<file path="src/logic/commit_pkg.sv">
`default_nettype none

package commit_pkg;

    // retire slots per cycle
    localparam int COMMIT_WIDTH = 2;
    // architectural register index width
    localparam int AREG_W       = 5;

    // CSR operation carried by a retiring entry
    typedef enum logic [1:0] {
        CSR_OP_NONE  = 2'd0,
        CSR_OP_READ  = 2'd1,
        CSR_OP_WRITE = 2'd2,
        CSR_OP_XCHG  = 2'd3
    } csr_op_e;

    // ----------------------------------------
    // head entry of the reorder buffer
    typedef struct packed {
        logic [31:0]       pc;
        logic              solo;
        logic              w_reg;
        logic [AREG_W-1:0] w_areg;
        logic [31:0]       w_data;
        csr_op_e           csr_op;
        logic [13:0]       csr_num;
        logic [31:0]       csr_wdata;
        logic [31:0]       csr_mask;
        logic              fetch_exc;
        logic              syscall;
        logic              brk;
        logic              decode_err;
        logic              priv;
        logic              exec_exc;
        logic [5:0]        exc_code;
        logic [31:0]       va;
    } rob_entry_t;

    // classifier output for one slot
    typedef struct packed {
        logic        exc;
        logic [5:0]  ecode;
        logic        badv_valid;
        logic [31:0] badv;
        logic        needs_solo;
    } slot_result_t;

endpackage

`default_nettype wire
</file>
<file path="src/logic/csr_pkg.sv">
`default_nettype none

package csr_pkg;

    // ----------------------------------------
    // CSR numbers
    localparam logic [13:0] CSR_CRMD   = 14'h0;
    localparam logic [13:0] CSR_PRMD   = 14'h1;
    localparam logic [13:0] CSR_ECFG   = 14'h4;
    localparam logic [13:0] CSR_ESTAT  = 14'h5;
    localparam logic [13:0] CSR_ERA    = 14'h6;
    localparam logic [13:0] CSR_BADV   = 14'h7;
    localparam logic [13:0] CSR_EENTRY = 14'hC;

    // ----------------------------------------
    // field positions
    localparam int CRMD_PLV_HI    = 1;
    localparam int CRMD_PLV_LO    = 0;
    localparam int CRMD_IE        = 2;
    localparam int CRMD_DA        = 3;
    localparam int PRMD_PPLV_HI   = 1;
    localparam int PRMD_PPLV_LO   = 0;
    localparam int PRMD_PIE       = 2;
    localparam int ESTAT_IS_HI    = 12;
    localparam int ESTAT_IS_LO    = 0;
    // hardware interrupt lines inside IS
    localparam int ESTAT_HWI_HI   = 9;
    localparam int ESTAT_HWI_LO   = 2;
    localparam int ESTAT_ECODE_HI = 21;
    localparam int ESTAT_ECODE_LO = 16;
    localparam int ECFG_LIE_HI    = 12;
    localparam int ECFG_LIE_LO    = 0;

    // exception codes
    localparam logic [5:0] ECODE_INT = 6'h0;
    localparam logic [5:0] ECODE_SYS = 6'hB;
    localparam logic [5:0] ECODE_BRK = 6'hC;
    localparam logic [5:0] ECODE_INE = 6'hD;
    localparam logic [5:0] ECODE_IPE = 6'hE;

    // writable bits per register
    localparam logic [31:0] CRMD_WMASK   = 32'h0000_01FF;
    localparam logic [31:0] PRMD_WMASK   = 32'h0000_0007;
    localparam logic [31:0] ECFG_WMASK   = 32'h0000_1FFF;
    localparam logic [31:0] ESTAT_WMASK  = 32'h0000_0003;
    localparam logic [31:0] ERA_WMASK    = 32'hFFFF_FFFF;
    localparam logic [31:0] BADV_WMASK   = 32'hFFFF_FFFF;
    localparam logic [31:0] EENTRY_WMASK = 32'hFFFF_FFC0;

    // direct address mode out of reset
    localparam logic [31:0] CRMD_RESET = 32'h0000_0008;

    // ----------------------------------------
    // state the slot checkers look at
    typedef struct packed {
        logic [1:0] plv;
        logic       ie;
        logic       int_pending;
    } csr_view_t;

    // CSR instruction from slot 0
    typedef struct packed {
        logic                valid;
        commit_pkg::csr_op_e op;
        logic [13:0]         num;
        logic [31:0]         wdata;
        logic [31:0]         mask;
    } csr_req_t;

    // exception entry from slot 0
    typedef struct packed {
        logic        valid;
        logic [5:0]  ecode;
        logic [31:0] pc;
        logic        badv_valid;
        logic [31:0] badv;
    } exc_req_t;

endpackage

`default_nettype wire

</file>
<file path="src/logic/commit_stage.sv">
`timescale 1ns/1ps
`default_nettype none

module commit_stage (
    input  logic                                                       clk,
    input  logic                                                       rst_n,
    input  logic [commit_pkg::COMMIT_WIDTH-1:0]                        rob_valid_i,
    input  commit_pkg::rob_entry_t [commit_pkg::COMMIT_WIDTH-1:0]      rob_entry_i,
    input  logic [7:0]                                                 hw_int_i,
    output logic [commit_pkg::COMMIT_WIDTH-1:0]                        commit_request_o,
    output logic [commit_pkg::COMMIT_WIDTH-1:0]                        arf_we_o,
    output logic [commit_pkg::COMMIT_WIDTH-1:0][commit_pkg::AREG_W-1:0] arf_areg_o,
    output logic [commit_pkg::COMMIT_WIDTH-1:0][31:0]                  arf_data_o,
    output logic                                                       flush_o,
    output logic [31:0]                                                flush_pc_o
);

    import commit_pkg::*;
    import csr_pkg::*;

    csr_view_t                        csr_view;
    slot_result_t [COMMIT_WIDTH-1:0]  slot_result;
    csr_req_t                         csr_req;
    exc_req_t                         exc_req;
    logic [31:0]                      csr_rdata;
    logic [31:0]                      eentry;

    // ----------------------------------------
    // control registers
    csr_file u_csr_file (
        .clk         (clk),
        .rst_n       (rst_n),
        .hw_int_i    (hw_int_i),
        .csr_req_i   (csr_req),
        .exc_req_i   (exc_req),
        .csr_rdata_o (csr_rdata),
        .eentry_o    (eentry),
        .csr_view_o  (csr_view)
    );

    // one checker per retire slot
    for (genvar i = 0; i < COMMIT_WIDTH; i++) begin : g_slot
        commit_slot_check u_slot_check (
            .rob_entry_i  (rob_entry_i[i]),
            .csr_view_i   (csr_view),
            .slot_valid_i (rob_valid_i[i]),
            .result_o     (slot_result[i])
        );
    end

    // ----------------------------------------
    // retire decision and side effects
    commit_select u_commit_select (
        .rob_valid_i      (rob_valid_i),
        .rob_entry_i      (rob_entry_i),
        .result_i         (slot_result),
        .csr_rdata_i      (csr_rdata),
        .eentry_i         (eentry),
        .commit_request_o (commit_request_o),
        .arf_we_o         (arf_we_o),
        .arf_areg_o       (arf_areg_o),
        .arf_data_o       (arf_data_o),
        .flush_o          (flush_o),
        .flush_pc_o       (flush_pc_o),
        .csr_req_o        (csr_req),
        .exc_req_o        (exc_req)
    );

endmodule

`default_nettype wire

</file>
<file path="src/logic/csr_file.sv">
`timescale 1ns/1ps
`default_nettype none

module csr_file (
    input  logic               clk,
    input  logic               rst_n,
    input  logic [7:0]         hw_int_i,
    input  csr_pkg::csr_req_t  csr_req_i,
    input  csr_pkg::exc_req_t  exc_req_i,
    output logic [31:0]        csr_rdata_o,
    output logic [31:0]        eentry_o,
    output csr_pkg::csr_view_t csr_view_o
);

    import commit_pkg::*;
    import csr_pkg::*;

    logic [31:0] crmd_q, prmd_q, ecfg_q, estat_q, era_q, badv_q, eentry_q;
    logic [31:0] crmd_d, prmd_d, ecfg_d, estat_d, era_d, badv_d, eentry_d;

    logic [31:0] old_val;
    logic [31:0] wmask;
    logic [31:0] eff_mask;
    logic [31:0] new_val;
    logic        csr_wr;

    // ----------------------------------------
    // read mux and write mask by number
    always_comb begin
        old_val = '0;
        wmask   = '0;
        case (csr_req_i.num)
            CSR_CRMD: begin
                old_val = crmd_q;
                wmask   = CRMD_WMASK;
            end
            CSR_PRMD: begin
                old_val = prmd_q;
                wmask   = PRMD_WMASK;
            end
            CSR_ECFG: begin
                old_val = ecfg_q;
                wmask   = ECFG_WMASK;
            end
            CSR_ESTAT: begin
                old_val = estat_q;
                wmask   = ESTAT_WMASK;
            end
            CSR_ERA: begin
                old_val = era_q;
                wmask   = ERA_WMASK;
            end
            CSR_BADV: begin
                old_val = badv_q;
                wmask   = BADV_WMASK;
            end
            CSR_EENTRY: begin
                old_val = eentry_q;
                wmask   = EENTRY_WMASK;
            end
            default: begin
                old_val = '0;
            end
        endcase
    end

    assign csr_wr   = csr_req_i.valid &
                      ((csr_req_i.op == CSR_OP_WRITE) | (csr_req_i.op == CSR_OP_XCHG));
    // exchange only touches bits named by the request mask
    assign eff_mask = (csr_req_i.op == CSR_OP_XCHG) ? (wmask & csr_req_i.mask) : wmask;
    assign new_val  = (old_val & ~eff_mask) | (csr_req_i.wdata & eff_mask);

    // ----------------------------------------
    // next state
    always_comb begin
        crmd_d   = crmd_q;
        prmd_d   = prmd_q;
        ecfg_d   = ecfg_q;
        estat_d  = estat_q;
        era_d    = era_q;
        badv_d   = badv_q;
        eentry_d = eentry_q;

        if (csr_wr) begin
            case (csr_req_i.num)
                CSR_CRMD:   crmd_d   = new_val;
                CSR_PRMD:   prmd_d   = new_val;
                CSR_ECFG:   ecfg_d   = new_val;
                CSR_ESTAT:  estat_d  = new_val;
                CSR_ERA:    era_d    = new_val;
                CSR_BADV:   badv_d   = new_val;
                CSR_EENTRY: eentry_d = new_val;
                default:    crmd_d   = crmd_q;
            endcase
        end

        // exception entry saves mode and drops to kernel
        if (exc_req_i.valid) begin
            prmd_d[PRMD_PPLV_HI:PRMD_PPLV_LO]     = crmd_q[CRMD_PLV_HI:CRMD_PLV_LO];
            prmd_d[PRMD_PIE]                      = crmd_q[CRMD_IE];
            crmd_d[CRMD_PLV_HI:CRMD_PLV_LO]       = 2'd0;
            crmd_d[CRMD_IE]                       = 1'b0;
            era_d                                 = exc_req_i.pc;
            estat_d[ESTAT_ECODE_HI:ESTAT_ECODE_LO] = exc_req_i.ecode;
            if (exc_req_i.badv_valid) begin
                badv_d = exc_req_i.badv;
            end
        end

        // hardware lines sampled every edge
        estat_d[ESTAT_HWI_HI:ESTAT_HWI_LO] = hw_int_i;
    end

    always_ff @(posedge clk) begin
        if (!rst_n) begin
            crmd_q   <= CRMD_RESET;
            prmd_q   <= '0;
            ecfg_q   <= '0;
            estat_q  <= '0;
            era_q    <= '0;
            badv_q   <= '0;
            eentry_q <= '0;
        end else begin
            crmd_q   <= crmd_d;
            prmd_q   <= prmd_d;
            ecfg_q   <= ecfg_d;
            estat_q  <= estat_d;
            era_q    <= era_d;
            badv_q   <= badv_d;
            eentry_q <= eentry_d;
        end
    end

    // ----------------------------------------
    // outputs
    assign csr_rdata_o = old_val;
    assign eentry_o    = eentry_q;

    assign csr_view_o.plv         = crmd_q[CRMD_PLV_HI:CRMD_PLV_LO];
    assign csr_view_o.ie          = crmd_q[CRMD_IE];
    assign csr_view_o.int_pending = crmd_q[CRMD_IE] &
                                    (|(estat_q[ESTAT_IS_HI:ESTAT_IS_LO] &
                                       ecfg_q[ECFG_LIE_HI:ECFG_LIE_LO]));

    a_exc_enters_kernel: assert property (
        @(posedge clk) disable iff (!rst_n)
        exc_req_i.valid |=> (crmd_q[CRMD_PLV_HI:CRMD_PLV_LO] == 2'd0)
    ) else $error("CRMD.PLV not cleared after exception entry");

endmodule

`default_nettype wire

</file>
<file path="src/logic/commit_select.sv">
`timescale 1ns/1ps
`default_nettype none

module commit_select (
    input  logic [commit_pkg::COMMIT_WIDTH-1:0]                        rob_valid_i,
    input  commit_pkg::rob_entry_t [commit_pkg::COMMIT_WIDTH-1:0]      rob_entry_i,
    input  commit_pkg::slot_result_t [commit_pkg::COMMIT_WIDTH-1:0]    result_i,
    input  logic [31:0]                                                csr_rdata_i,
    input  logic [31:0]                                                eentry_i,
    output logic [commit_pkg::COMMIT_WIDTH-1:0]                        commit_request_o,
    output logic [commit_pkg::COMMIT_WIDTH-1:0]                        arf_we_o,
    output logic [commit_pkg::COMMIT_WIDTH-1:0][commit_pkg::AREG_W-1:0] arf_areg_o,
    output logic [commit_pkg::COMMIT_WIDTH-1:0][31:0]                  arf_data_o,
    output logic                                                       flush_o,
    output logic [31:0]                                                flush_pc_o,
    output csr_pkg::csr_req_t                                          csr_req_o,
    output csr_pkg::exc_req_t                                          exc_req_o
);

    import commit_pkg::*;

    logic head_csr;
    logic head_csr_wr;

    // ----------------------------------------
    // dual commit rule
    always_comb begin
        commit_request_o[0] = rob_valid_i[0];
        commit_request_o[1] = rob_valid_i[0] & rob_valid_i[1] &
                              ~result_i[0].needs_solo & ~result_i[1].needs_solo;
    end

    assign head_csr    = rob_entry_i[0].csr_op != CSR_OP_NONE;
    assign head_csr_wr = (rob_entry_i[0].csr_op == CSR_OP_WRITE) |
                         (rob_entry_i[0].csr_op == CSR_OP_XCHG);

    // register file write ports
    always_comb begin
        for (int i = 0; i < COMMIT_WIDTH; i++) begin
            arf_we_o[i]   = commit_request_o[i] & rob_entry_i[i].w_reg & ~result_i[i].exc;
            arf_areg_o[i] = rob_entry_i[i].w_areg;
            arf_data_o[i] = rob_entry_i[i].w_data;
        end
        // CSR ops return the old register value
        if (head_csr) begin
            arf_data_o[0] = csr_rdata_i;
        end
    end

    // ----------------------------------------
    // requests to the CSR file
    always_comb begin
        csr_req_o.valid = commit_request_o[0] & head_csr & ~result_i[0].exc;
        csr_req_o.op    = rob_entry_i[0].csr_op;
        csr_req_o.num   = rob_entry_i[0].csr_num;
        csr_req_o.wdata = rob_entry_i[0].csr_wdata;
        csr_req_o.mask  = rob_entry_i[0].csr_mask;

        exc_req_o.valid      = commit_request_o[0] & result_i[0].exc;
        exc_req_o.ecode      = result_i[0].ecode;
        exc_req_o.pc         = rob_entry_i[0].pc;
        exc_req_o.badv_valid = result_i[0].badv_valid;
        exc_req_o.badv       = result_i[0].badv;
    end

    // flush on trap or CSR update
    always_comb begin
        flush_o    = 1'b0;
        flush_pc_o = '0;
        if (exc_req_o.valid) begin
            flush_o    = 1'b1;
            flush_pc_o = eentry_i;
        end else if (csr_req_o.valid && head_csr_wr) begin
            flush_o    = 1'b1;
            flush_pc_o = rob_entry_i[0].pc + 32'd4;
        end
    end

    always_comb begin
        a_slot1_needs_slot0: assert final (!commit_request_o[1] || commit_request_o[0])
            else $error("slot 1 retired without slot 0");
        a_csr_exc_exclusive: assert final (!(csr_req_o.valid && exc_req_o.valid))
            else $error("CSR request and exception request in the same cycle");
    end

endmodule

`default_nettype wire

</file>
<file path="src/logic/commit_slot_check.sv">
`timescale 1ns/1ps
`default_nettype none

module commit_slot_check (
    input  commit_pkg::rob_entry_t   rob_entry_i,
    input  csr_pkg::csr_view_t       csr_view_i,
    input  logic                     slot_valid_i,
    output commit_pkg::slot_result_t result_o
);

    import commit_pkg::*;
    import csr_pkg::*;

    // ----------------------------------------
    // exception sources in priority order
    logic       int_exc;
    logic       fetch_exc;
    logic       sys_exc;
    logic       brk_exc;
    logic       ine_exc;
    logic       ipe_exc;
    logic       exe_exc;
    logic [6:0] exc_vec;

    assign int_exc   = slot_valid_i & csr_view_i.int_pending;
    assign fetch_exc = slot_valid_i & rob_entry_i.fetch_exc;
    assign sys_exc   = slot_valid_i & rob_entry_i.syscall;
    assign brk_exc   = slot_valid_i & rob_entry_i.brk;
    assign ine_exc   = slot_valid_i & rob_entry_i.decode_err;
    // privileged op only faults in user mode
    assign ipe_exc   = slot_valid_i & rob_entry_i.priv & (csr_view_i.plv == 2'd3);
    assign exe_exc   = slot_valid_i & rob_entry_i.exec_exc;

    assign exc_vec = {int_exc, fetch_exc, sys_exc, brk_exc, ine_exc, ipe_exc, exe_exc};

    // ----------------------------------------
    // fixed priority arbitration
    always_comb begin
        result_o.exc        = |exc_vec;
        result_o.ecode      = '0;
        result_o.badv_valid = 1'b0;
        result_o.badv       = '0;

        priority casez (exc_vec)
            7'b1??????: result_o.ecode = ECODE_INT;
            7'b01?????: begin
                // fetch fault keeps its own code and address
                result_o.ecode      = rob_entry_i.exc_code;
                result_o.badv_valid = 1'b1;
                result_o.badv       = rob_entry_i.va;
            end
            7'b001????: result_o.ecode = ECODE_SYS;
            7'b0001???: result_o.ecode = ECODE_BRK;
            7'b00001??: result_o.ecode = ECODE_INE;
            7'b000001?: result_o.ecode = ECODE_IPE;
            7'b0000001: begin
                result_o.ecode      = rob_entry_i.exc_code;
                result_o.badv_valid = 1'b1;
                result_o.badv       = rob_entry_i.va;
            end
            default: begin
                result_o.ecode = '0;
            end
        endcase

        // anything that touches CSRs or traps goes alone
        result_o.needs_solo = slot_valid_i &
                              (rob_entry_i.solo |
                               (rob_entry_i.csr_op != CSR_OP_NONE) |
                               result_o.exc);
    end

    always_comb begin
        a_no_exc_when_idle: assert final (slot_valid_i || !result_o.exc)
            else $error("exception flagged on an empty slot");
    end

endmodule

`default_nettype wire

</file>
<file path="config.mk">
export PLATFORM = sky130hd
export DESIGN_NAME = commit_stage
export DESIGN_NICKNAME = d
export VERILOG_FILES = /design/src/logic/commit_pkg.sv /design/src/logic/csr_pkg.sv /design/src/logic/commit_stage.sv /design/src/logic/csr_file.sv /design/src/logic/commit_select.sv /design/src/logic/commit_slot_check.sv
export SDC_FILE = /design/constraint.sdc
export NUM_CORES = 1
export LEC_CHECK = 0
export ABC_AREA = 1
export BUFFER_PORTS_ARGS = -buffer_cell sky130_fd_sc_hd__buf_4
export CELL_PAD_IN_SITES_DETAIL_PLACEMENT = 0
export CELL_PAD_IN_SITES_GLOBAL_PLACEMENT = 1
export CORE_AREA = 3 3 199 201
export CTS_BUF_LIST = sky130_fd_sc_hd__clkbuf_16
export DETAILED_ROUTE_END_ITERATION = 16
export DIE_AREA = 0 0 202 204
export HOLD_SLACK_MARGIN = 0.02
export PLACE_DENSITY = 0.81
export SLEW_MARGIN = 20
export SYNTH_ARGS = -nofsm -noshare
export SYNTH_HDL_FRONTEND = slang
export SYNTH_SLANG_ARGS = --single-unit
</file>
<file path="constraint.sdc">
create_clock -name clk -period 5.3 [get_ports clk]
set_input_delay 1.06 -clock clk [delete_from_list [all_inputs] [get_ports clk]]
set_output_delay 1.06 -clock clk [all_outputs]
set_load 0.005 [all_outputs]
</file>
== After elaboration in Yosys (flattened, before gate mapping) ==
Index checks and enable logic that the tools add are counted.
Storage, ports and cells
  register bits after elaboration: 224
  input bits: 402
  output and inout bits: 111
  logic and storage cells: 118
Operators by class
  add/subtract/negate cells: 1
  equality and inequality tests: 15
  muxes and demuxes: 23
  bitwise gates (word level): 46
  reductions and logical operators: 22
Operators by type and width (number)
  two-way mux 32 bit: 11
  case mux 32 bit (7 select lines): 1
  case mux 32 bit (6 select lines): 1
  AND 32 bit: 3
  == test 14 x 3 -> 1 bit (second input constant): 4
  two-way mux 22 bit: 2
  two-way mux 33 bit: 1
  adder 32 x 3 -> 32 bit (second input constant): 1
  NOT 32 bit: 1
  bitwise OR 32 bit: 1
  AND 1 bit: 30
  case mux 6 bit (5 select lines): 1
  AND reduction 2 bit: 8
  == test 14 x 1 -> 1 bit (second input constant): 1
  == test 14 x 4 -> 1 bit (second input constant): 1
  logical NOT 14 bit: 1
  OR reduction 7 bit: 2
  AND 13 bit: 1
  OR reduction 13 bit: 1
  nonzero test 2 bit: 6
  two-way mux 3 bit: 3
  == test 7 x 1 -> 1 bit (second input constant): 1
  == test 2 bit (second input constant): 3
  == test 6 x 1 -> 1 bit (second input constant): 1
  10 further kinds: 21

== Depth between registers and ports, before layout ==
Gate-level depths: netlist of the first run.
  word-level depth: 12
  gate-level depth with buffers: 16
  gate-level depth less buffers: 16

== Modules after synthesis ==
A second synthesis of the first run with hierarchy kept.
Unflattened totals
  cell total of the unflattened synthesis: 2348
  area total of the unflattened synthesis: 15307.2 um^2
By module, submodules not included
  csr_file: times used 1, cells an instance 1661, area an instance 11172.0 um^2, sequential area each 4484.3 um^2
  commit_select: times used 1, cells an instance 509, area an instance 3081.7 um^2, sequential area each 0.0 um^2
  commit_slot_check: times used 2, cells an instance 89, area an instance 526.8 um^2, sequential area each 0.0 um^2

== Worst setup path after synthesis of the first run ==
No wires, ideal clock.
  kind: in2out
  start point: input rob_entry_i[40] (netlist bit)
  end point: output flush_pc_o[24]
  data arrival time: 2371 ps
  required time: 4240 ps
  setup slack: 1869 ps
  stages on the path: 9
  buffers on the path: 2
  path through: o21a_1 o21bai_1 nor2_2 nand4_4 buf_2 buf_2 a21oi_1 o21ai_0 o21ai_0
On the way
  cells in the longest elaborated chain, start to end: 7
  elaborated cells between the ends (all ways): 8
  those cells by class: mux: 2; bitwise: 4; reduce/logical: 2
RTL lines
  from (decl): line commit_stage.sv:8  | input commit_pkg::rob_entry_t [commit_pkg::COMMIT_WIDTH-1:0] rob_entry_i,
  AND 1 bit (*): line commit_slot_check.sv:29  | assign ine_exc = slot_valid_i & rob_entry_i.decode_err;
  OR reduction 7 bit (*): line commit_slot_check.sv:39  | result_o.exc = |exc_vec;
  NOT 1 bit: line commit_select.sv:53  | csr_req_o.valid = commit_request_o[0] & head_csr & ~result_i[0].exc;
  AND 1 bit: line commit_select.sv:53
  logical AND 1 bit: line commit_select.sv:73  | end else if (csr_req_o.valid && head_csr_wr) begin
  two-way mux 32 bit: line commit_select.sv:73
  two-way mux 32 bit (*): line commit_select.sv:70  | if (exc_req_o.valid) begin
  to (decl): line commit_stage.sv:15  | output logic [31:0] flush_pc_o
Every way passes the cells marked *; elsewhere a longest branch is shown, timed or not.

==> results of run 1 <==
[logic make-up after synthesis]
kind of cell / share of synthesized area
xor gates and xnor gates: 0.0123
adders and majority gates: 0.000977
DFF: 0.350
and+or+nand+nor: 0.385
buffers and inverters: 0.132
AOI/OAI and AO/OA: 0.119
[report_power, final]
| part | switching, W | internal (W) |
|---|---|---|
| Sequential | 0.0000216 | 0.00172 |
| Clock | 0.000748 | 0.000940 |
| Combinational | 0.000276 | 0.000203 |
[layout make-up]
class,instances,area [um2],area share
inverters,229,861,0.0546
repair buffers,313,2360,0.150
flip-flops and latches,224,4480,0.284
clock buffers,26,651,0.0412
multi-input cells,1390,6640,0.421
clock inverters,22,139,0.00880
well taps,511,639,0.0405
diodes,1,2.50,0.000159
[per-stage QoR]
stage           util  cells  power (W)
2_1_floorplan      -   1991    0.00200
3_3_place_gp   0.397   2667    0.00225
3_5_place_dp   0.397   2667    0.00225
4_1_cts        0.418   2715    0.00393
5_1_grt        0.418   2716    0.00405
6_report       0.418   2716    0.00391
[layout by cell type, fill, tap and decap left out, types with 14 or more instances in the layout]
| cell type | netlist | layout |
|---|---|---|
| sky130_fd_sc_hd__nand4_1 | 19 | 19 |
| sky130_fd_sc_hd__buf_4 | 49 | 312 |
| sky130_fd_sc_hd__or2_2 | 19 | 19 |
| sky130_fd_sc_hd__a31oi_1 | 47 | 47 |
| sky130_fd_sc_hd__nand3_1 | 294 | 294 |
| sky130_fd_sc_hd__a211oi_1 | 19 | 19 |
| sky130_fd_sc_hd__nor2_1 | 220 | 218 |
| sky130_fd_sc_hd__inv_2 | 15 | 14 |
| sky130_fd_sc_hd__nand2_1 | 489 | 489 |
| sky130_fd_sc_hd__a21oi_1 | 63 | 63 |
| sky130_fd_sc_hd__o21ai_0 | 50 | 50 |
| sky130_fd_sc_hd__or2_1 | 15 | 15 |
| sky130_fd_sc_hd__o21bai_1 | 22 | 22 |
| sky130_fd_sc_hd__inv_1 | 213 | 219 |
| sky130_fd_sc_hd__o22ai_1 | 20 | 20 |
| sky130_fd_sc_hd__dfxtp_1 | 224 | 224 |
| sky130_fd_sc_hd__clkbuf_16 | 0 | 26 |
| sky130_fd_sc_hd__o21ai_1 | 15 | 15 |
[flip-flops by register name (all words and copies together) (netlist names)]
| signal | count |
|---|---|
| u_csr_file.estat_q | 32 |
| u_csr_file.prmd_q | 32 |
| u_csr_file.era_q | 32 |
| u_csr_file.crmd_q | 32 |
| u_csr_file.ecfg_q | 32 |
| u_csr_file.eentry_o | 32 |
| u_csr_file.badv_q | 32 |
[worst paths after layout]
path                                 end  slack [ns]  depth (start not counted)
hold reg to reg     u_csr_file.prmd_q[6]        0.42                          2
setup / recovery          arf_data_o[17]        0.73                         12
setup reg to reg  u_csr_file.estat_q[21]        2.37                         15
hold / removal      u_csr_file.prmd_q[6]        0.42                          2
[layer usage]
metal,routed length [um],part of all wire
met4,2580,0.045
met2,26200,0.45
met5,0,0
met1,24000,0.41
met3,5070,0.088
[worst reg2reg max path, stage by stage, from the launching register on]
cell and delay [ns]:
sky130_fd_sc_hd__dfxtp_1 0.33, sky130_fd_sc_hd__nand2_1 0.15, sky130_fd_sc_hd__nand3_1 0.12, sky130_fd_sc_hd__nor2_1 0.12, sky130_fd_sc_hd__nand2_1 0.10, sky130_fd_sc_hd__nand3_1 0.20
sky130_fd_sc_hd__nand2_1 0.09, sky130_fd_sc_hd__inv_2 0.07, sky130_fd_sc_hd__nand2_2 0.05, sky130_fd_sc_hd__buf_4 0.23, sky130_fd_sc_hd__inv_2 0.60, sky130_fd_sc_hd__o21ai_0 0.42
sky130_fd_sc_hd__nor2_1 0.18, sky130_fd_sc_hd__nor2_1 0.05, sky130_fd_sc_hd__nand2_1 0.09, sky130_fd_sc_hd__inv_1 0.04
==> results.md, run 1 <==
- The critical path goes through buf_4, nor2_1, nand2_1, nor2_4, buf_4, nand3_1, nand3_1, nor2_1, nand2_1, nand2_1, nand2_1, buf_4.
- The sum of routed wire length over all layers is 57800 um.
- Based on the critical path, the design can be clocked at up to 219 MHz.
- In the global route stage, met3 resource usage came out at 0.0465.
- No sink is reached through more buffers than the 3 on the longest clock path.
- The total CTS buffers is 26.
- On the critical path the largest part of the delay comes from simple AND/OR/NAND/NOR gates.
- After detailed routing, the number of vias per cell comes to 5.21.
- The number of buffer and inverter stages on the critical path is 3.
- The setup TNS is 0 ns.
- The met1 usage in global routing is 0.356.
- Of the synthesized area, sequential elements account for 0.350.
- The quantity of I/O buffers inserted on ports is between 200 and 300.
- The leakage power is 7.53 nW.
- The worst-case setup margin in the final layout is 0.729 ns.
- The total via count in the routed design is 14200.
- The startpoint identified for the worst register-to-register timing path is u_csr_file.estat_q[5].
- The number of flops mapped to enable cells by yosys is 0.
- The slew at the pin closest to its max-slew limit is 1.01 ns.
- After global routing, the most crowded layer is met2.
- The worst-case IR drop observed on VDD is 0.000209 V.
- The aggregate global-route resource usage is 0.269.
- The number of distinct library cells after synthesis is 44.
- In the routed design, unresolved DRC markers number 0.
- The floorplan has 71 rows.
- The biggest area consumer among synthesized cells is sky130_fd_sc_hd__dfxtp_1.
- The maximum number of pins on one net before global-route repair is 84.
- The largest individual stage delay along the critical path comes from the cell sky130_fd_sc_hd__buf_4.
- The delay of the slowest critical-path stage is around 0.59 ns.
- The worst hold margin is 0.423 ns.
- Fill cells in the final layout number 4105.
- The area growth from synthesis to layout is 23.2%.
- The largest fanout on the critical path is 49.
- The number of maximum-capacitance violations is 0.
- The most used flip-flop cell after synthesis is sky130_fd_sc_hd__dfxtp_1.
- After detailed placement, the total cell area comes to 0.0150 mm2.
- The worst setup path is launched from an input pin.
- For the worst setup path, the data required time is approximately 4.2 ns.
- The most frequent cell on the critical path is sky130_fd_sc_hd__nand2_1.
- The leading cell type by number of instances after synthesis is sky130_fd_sc_hd__nand2_1.
- The number of hold buffers added after CTS is 0.
- TritonCTS built the clock tree.
- A synthesized cell averages roughly 6.4 um2.
- The pre-CTS setup slack is 0.801 ns.
- After synthesis, the most frequently instantiated cells are 489 x sky130_fd_sc_hd__nand2_1, 294 x sky130_fd_sc_hd__nand3_1, 224 x sky130_fd_sc_hd__dfxtp_1.
- The final layout contains 2587 nets.
- The synthesis-stage register bit count is about 220.
- Clock latency on the worst-skew pair, taken at its later pin, is 0.55 ns.
- The number of antenna violations at the first check in global routing came to 1.
- In the final routed layout, each cell accounts on average for 21.3 um.
- In the global route stage, met2 resource usage came out at 0.437.
- By area the synthesized netlist is led by sky130_fd_sc_hd__dfxtp_1 35%, sky130_fd_sc_hd__nand2_1 14%, sky130_fd_sc_hd__nand3_1 11%.
- The worst path arrival time is 3.51 ns.
- The first global-routing pass estimated 84700 um of wire.
- 513 I/O pins were placed.
- The path type of the worst min-delay path is reg -> reg.
- The start point of the critical path is rob_entry_i[119].
- In this run the clock root is driven by a sky130_fd_sc_hd__clkbuf_16.
- The startpoint of the tightest hold check path is u_csr_file.prmd_q[6].
- The CTS sink count is 224.
- The CTS clock-pin slew for the worst setup and hold paths is approximately 0.060 ns.
- The power per cell area is between 200 and 250 mW/mm2.
- The cell area after technology mapping is 0.0128 mm2.
- The normalized max-slew margin is 0.324.
- The max-slew violation count is 0.
- The H-tree level count is 1.
- The instance count of the mapped netlist is 1991.
- The violation count after the first detailed-route iteration is around 1500.
- When the netlist entered floorplanning its net count stood at roughly 2400.
- The region available for standard cell placement spans roughly 0.038 mm2.
- The die width is 202 um.
- The number of warnings printed during yosys synthesis is 0.
- The final weighted congestion of routability-driven global placement is between 0.9 and 1.
- The detail route stage leaves a number of antenna-violating nets equal to 0.
- The buffers inserted during post-CTS setup optimization is 0.
- The final count of hold timing violations came to 0.
- The setup path with the least slack is of type in -> out.
- STA classifies the critical path endpoint as an output port.
- The fraction of synthesis flops using an asynchronous set or reset pin is 0.
- The wire-length estimate of the detail-placed layout is 42600 um.
- The number of endpoints failing setup at the final stage is 0.
- The total non-filler cell area in the finished layout is between 0.015 and 0.02 mm2.
- The final worst-path cycle share is 0.862.
- The floorplan step defined a die boundary enclosing 0.0412 mm2.
- The share of synthesized area in the top cell type comes to 0.350.
- The number of resized instances in the post-cts repair step is 0.
- The final critical-path required period is 4.57 ns.
- Setup repair after global routing left no endpoint under its margin.
- The die is 204 um tall.
- Summed over all layers, the global routing overflow is 0.
- The starting density of the core is 0.339.
- The via count of the first global-routing pass is 13400.
- Of the cells placed in the final design, the portion with a size suffix greater than 1 is 0.191.
- The pre-antenna-repair detailed-routing pass consisted of 6 iterations.
- The worst clock skew is approximately 0.02 ns.
- The run finished with clean final reports.
Power figures use the tool's default switching activity.
==> inputs of run 2 (changes only) <==
--- a/config.mk
+++ b/config.mk
@@ -10,7 +10,7 @@
 export CELL_PAD_IN_SITES_DETAIL_PLACEMENT = 0
 export CELL_PAD_IN_SITES_GLOBAL_PLACEMENT = 1
 export CORE_AREA = 3 3 199 201
-export CTS_BUF_LIST = sky130_fd_sc_hd__clkbuf_16
+export CTS_BUF_LIST = sky130_fd_sc_hd__clkbuf_8 sky130_fd_sc_hd__clkbuf_16
 export DETAILED_ROUTE_END_ITERATION = 16
 export DIE_AREA = 0 0 202 204
 export HOLD_SLACK_MARGIN = 0.02
==> constraint.sdc (replaced) <==
create_clock -name clk -period 5.3 [get_ports clk]
set_input_delay 0.265 -clock clk [delete_from_list [all_inputs] [get_ports clk]]
set_output_delay 0.265 -clock clk [all_outputs]
set_load 0.005 [all_outputs]
==> results.md, run 2 (same netlist as run 1, synthesis figures left out) <==
- The maximum number of pins on one net before global-route repair is 84.
- The worst setup path category is reg -> out.
- In the routed design, unresolved DRC markers number 0.
- The cell sitting at the root of the clock tree is a sky130_fd_sc_hd__clkbuf_16.
- The flow ran to the end, and the final reports show no timing, DRC or antenna violations.
- The analysis attributes to net switching a power of 0.00110 W.
- The violation count after the first detailed-route iteration is 1396.
- The startpoint of the worst-slack reg-to-reg timing path is u_csr_file.estat_q[3].
- The max-slew violation count is 0.
- The standard cell area after detailed placement is between 0.01 and 0.015 mm2.
- The final worst-path cycle share is 0.697.
- The count of nets left with antenna violations after detail routing is 0.
- Pin placement for this block handled 513 I/O pins.
- The normalized max-slew margin is 0.307.
- The number of antenna violations at the first check in global routing is 2.
- The buffers inserted during post-CTS setup optimization is 0.
- The first global-routing pass estimated approximately 84000 um of wire.
- The number of resized instances in the post-cts repair step is 0.
- The repair_antennas step left the layout with diodes totalling 0.
- The number of cell rows is 71.
- The HPWL after detailed placement is 41500 um.
- TritonCTS built the clock tree.
- The largest fanout on the critical path is 47.
- Of the total power, the share spent switching nets is 0.254.
- The final count of hold timing violations is 0.
- The H-tree level count is 1.
- Hold is met by 0.0293 ns.
- The layout has 3992 filler cells.
- The aggregate global-route resource usage is 0.269.
- The share of total power dissipated in combinational logic is 0.115.
- The number of maximum-capacitance violations is 0.
- The register-to-register path setup slack is 2.51 ns.
- The sum of routed wire length over all layers is 57800 um.
- The slowest stage of the critical path belongs to the cell sky130_fd_sc_hd__buf_4.
- The internal power summed over all cells is around 0.0032 W.
- For this run, the number of standard cells in the final layout without fillers is 2740.
- The total via count in the routed design is 14300.
- Traced cell by cell, the critical path runs through nand2_1, nand2_1, inv_1, nand2_1, nor2_1, nand2_1, nand3_1, nand4_4, buf_4, inv_1, nand3_1, o21ai_0, buf_4.
- In the final layout, the share of cells above drive strength 1 is 0.188.
- The number of hold buffers added after CTS was 36.
- The total area inside the core boundary comes to 0.0378 mm2.
- The die width is ~200 um.
- STA classifies the critical path startpoint as a register.
- Leaving out fill and tap cells, the most frequent cell in the layout is sky130_fd_sc_hd__nand2_1.
- Port buffering added 280 buffers.
- The worst register-to-register path ends at u_csr_file.era_q[23].
- Using the TritonRoute via totals, the vias-per-cell ratio works out to roughly 5.2.
- The analysis attributes to cell leakage a power of 7.71 nW.
- Once placement completed, the tool counted placed cells totaling 2655.
- The y dimension of the die is 204 um.
- The leftover overflow at the end of global routing is 0.
- The sequential fraction of design power is 0.404.
- The CTS sink count is 224.
- The number of endpoints failing setup at the final stage is 0.
- The detail-routed net length per standard cell is 21.1 um.
- In the layout the commonest cells are 489 x sky130_fd_sc_hd__nand2_1, 300 x sky130_fd_sc_hd__buf_4, 294 x sky130_fd_sc_hd__nand3_1.
- For the final database, setup skew stands at 0.00781 ns.
- Setup repair after global routing left no endpoint under its margin.
- Derived from the worst setup path, the maximum achievable clock frequency is 271 MHz.
- The slew at the pin closest to its max-slew limit is 1.04 ns.
- The total non-filler cell area in the finished layout is 0.0163 mm2.
- The insertion delay to the later sink of the worst-skew pair is around 0.55 ns.
- The path type of the worst min-delay path is in -> reg.
- The maximum buffer depth of the clock tree is 3.
- Counting cells, the worst reg-to-reg path comes to 15.
- IR analysis of the VDD net gives a maximum drop of about 0.0002 V.
- The die covers approximately 0.04 mm2.
- The part of the total power dissipated in the clock network is 0.481.
- The via count of the first global-routing pass was between 10000 and 15000.
- Dividing total power by cell area gives a power density of roughly 270 mW/mm2.
- The delay of the slowest critical-path stage is 0.60 ns.
- At the worst endpoint, the arrival time is about 3.4 ns.
- The area growth from synthesis to layout is 27.1%.
- Before antenna repair, the detailed router went through 5 iterations.
- The final critical-path required period is 3.70 ns.
- The starting density of the core is 0.339.
- The CTS clock-pin slew for the worst setup and hold paths is 0.06 ns.
- The worst hold endpoint is u_csr_file.era_q[18].
- The setup TNS is 0 ns.
- The worst hold path passes through 3 cells.
- The total number of nets in the final design is about 2600.
- The endpoint kind of the worst setup timing path is an output port.
- Clock tree synthesis inserted a total of 27 buffers.
- The cell that appears most often on the critical path is sky130_fd_sc_hd__nand2_1.
- The startpoint of the tightest hold check path is rob_entry_i[181].
- Routability-driven placement finished with a final weighted congestion of about 0.96.
- The required time of the critical path is approximately 5.0 ns.
==> run 2: metal layers <==
metal  global-route usage  part of all wire  vias to the layer above  wire length [um]
met5                    0           0.00047                        -                27
met2                0.424              0.43                      752             25100
met3               0.0624             0.097                      167              5630
met4                0.139             0.057                        4              3290
li1                     -                 -                     6807                 -
met1                0.344              0.41                     6524             23800
==> run 2: final cells by class <==
class,instances,area (um2),area share
multi-input cells,1390,6660,0.409
flip-flops and latches,224,4480,0.276
repair buffers,337,2640,0.162
inverters,229,861,0.0529
clock buffers,31,731,0.0449
well taps,511,639,0.0393
clock inverters,18,267,0.0164
==> run 2: power by group through the flow <==
stage	clock, W	combinational (W)	sequential [W]
after floorplan	0	0.000229	0.00177
after global placement	0	0.000470	0.00178
after detailed placement	0	0.000471	0.00178
after CTS	0.00210	0.000496	0.00174
after global routing	0.00217	0.000537	0.00175
final	0.00208	0.000499	0.00175
==> run 2: critical path: cells and delay by family (launching register included) <==
family,cells,cell delay (ns)
compound gates,1,0.16
flops,1,0.41
buf+inv,4,1.24
simple gates,8,1.05
==> run 2: per-stage QoR <==
| stage | utilization | power, W | setup WS (ns) |
|---|---|---|---|
| floorplan | - | 0.00200 | 3.41 |
| global placement | 0.394 | 0.00225 | 1.96 |
| detailed placement | 0.395 | 0.00225 | 1.94 |
| CTS | 0.431 | 0.00434 | 1.62 |
| global route | 0.431 | 0.00446 | 1.48 |
| finish | 0.431 | 0.00432 | 1.60 |
==> run 2: worst max-delay path by stage <==
stage                           from               endpoint  cells past startpoint
2_1_floorplan   u_csr_file.ecfg_q[4]            arf_we_o[1]                     12
3_3_place_gp        rob_entry_i[115]  u_csr_file.badv_q[23]                     14
3_5_place_dp        rob_entry_i[115]  u_csr_file.badv_q[29]                     14
4_1_cts        u_csr_file.estat_q[2]         flush_pc_o[20]                     13
5_1_grt        u_csr_file.estat_q[2]         flush_pc_o[28]                     13
6_report       u_csr_file.estat_q[2]         flush_pc_o[20]                     13
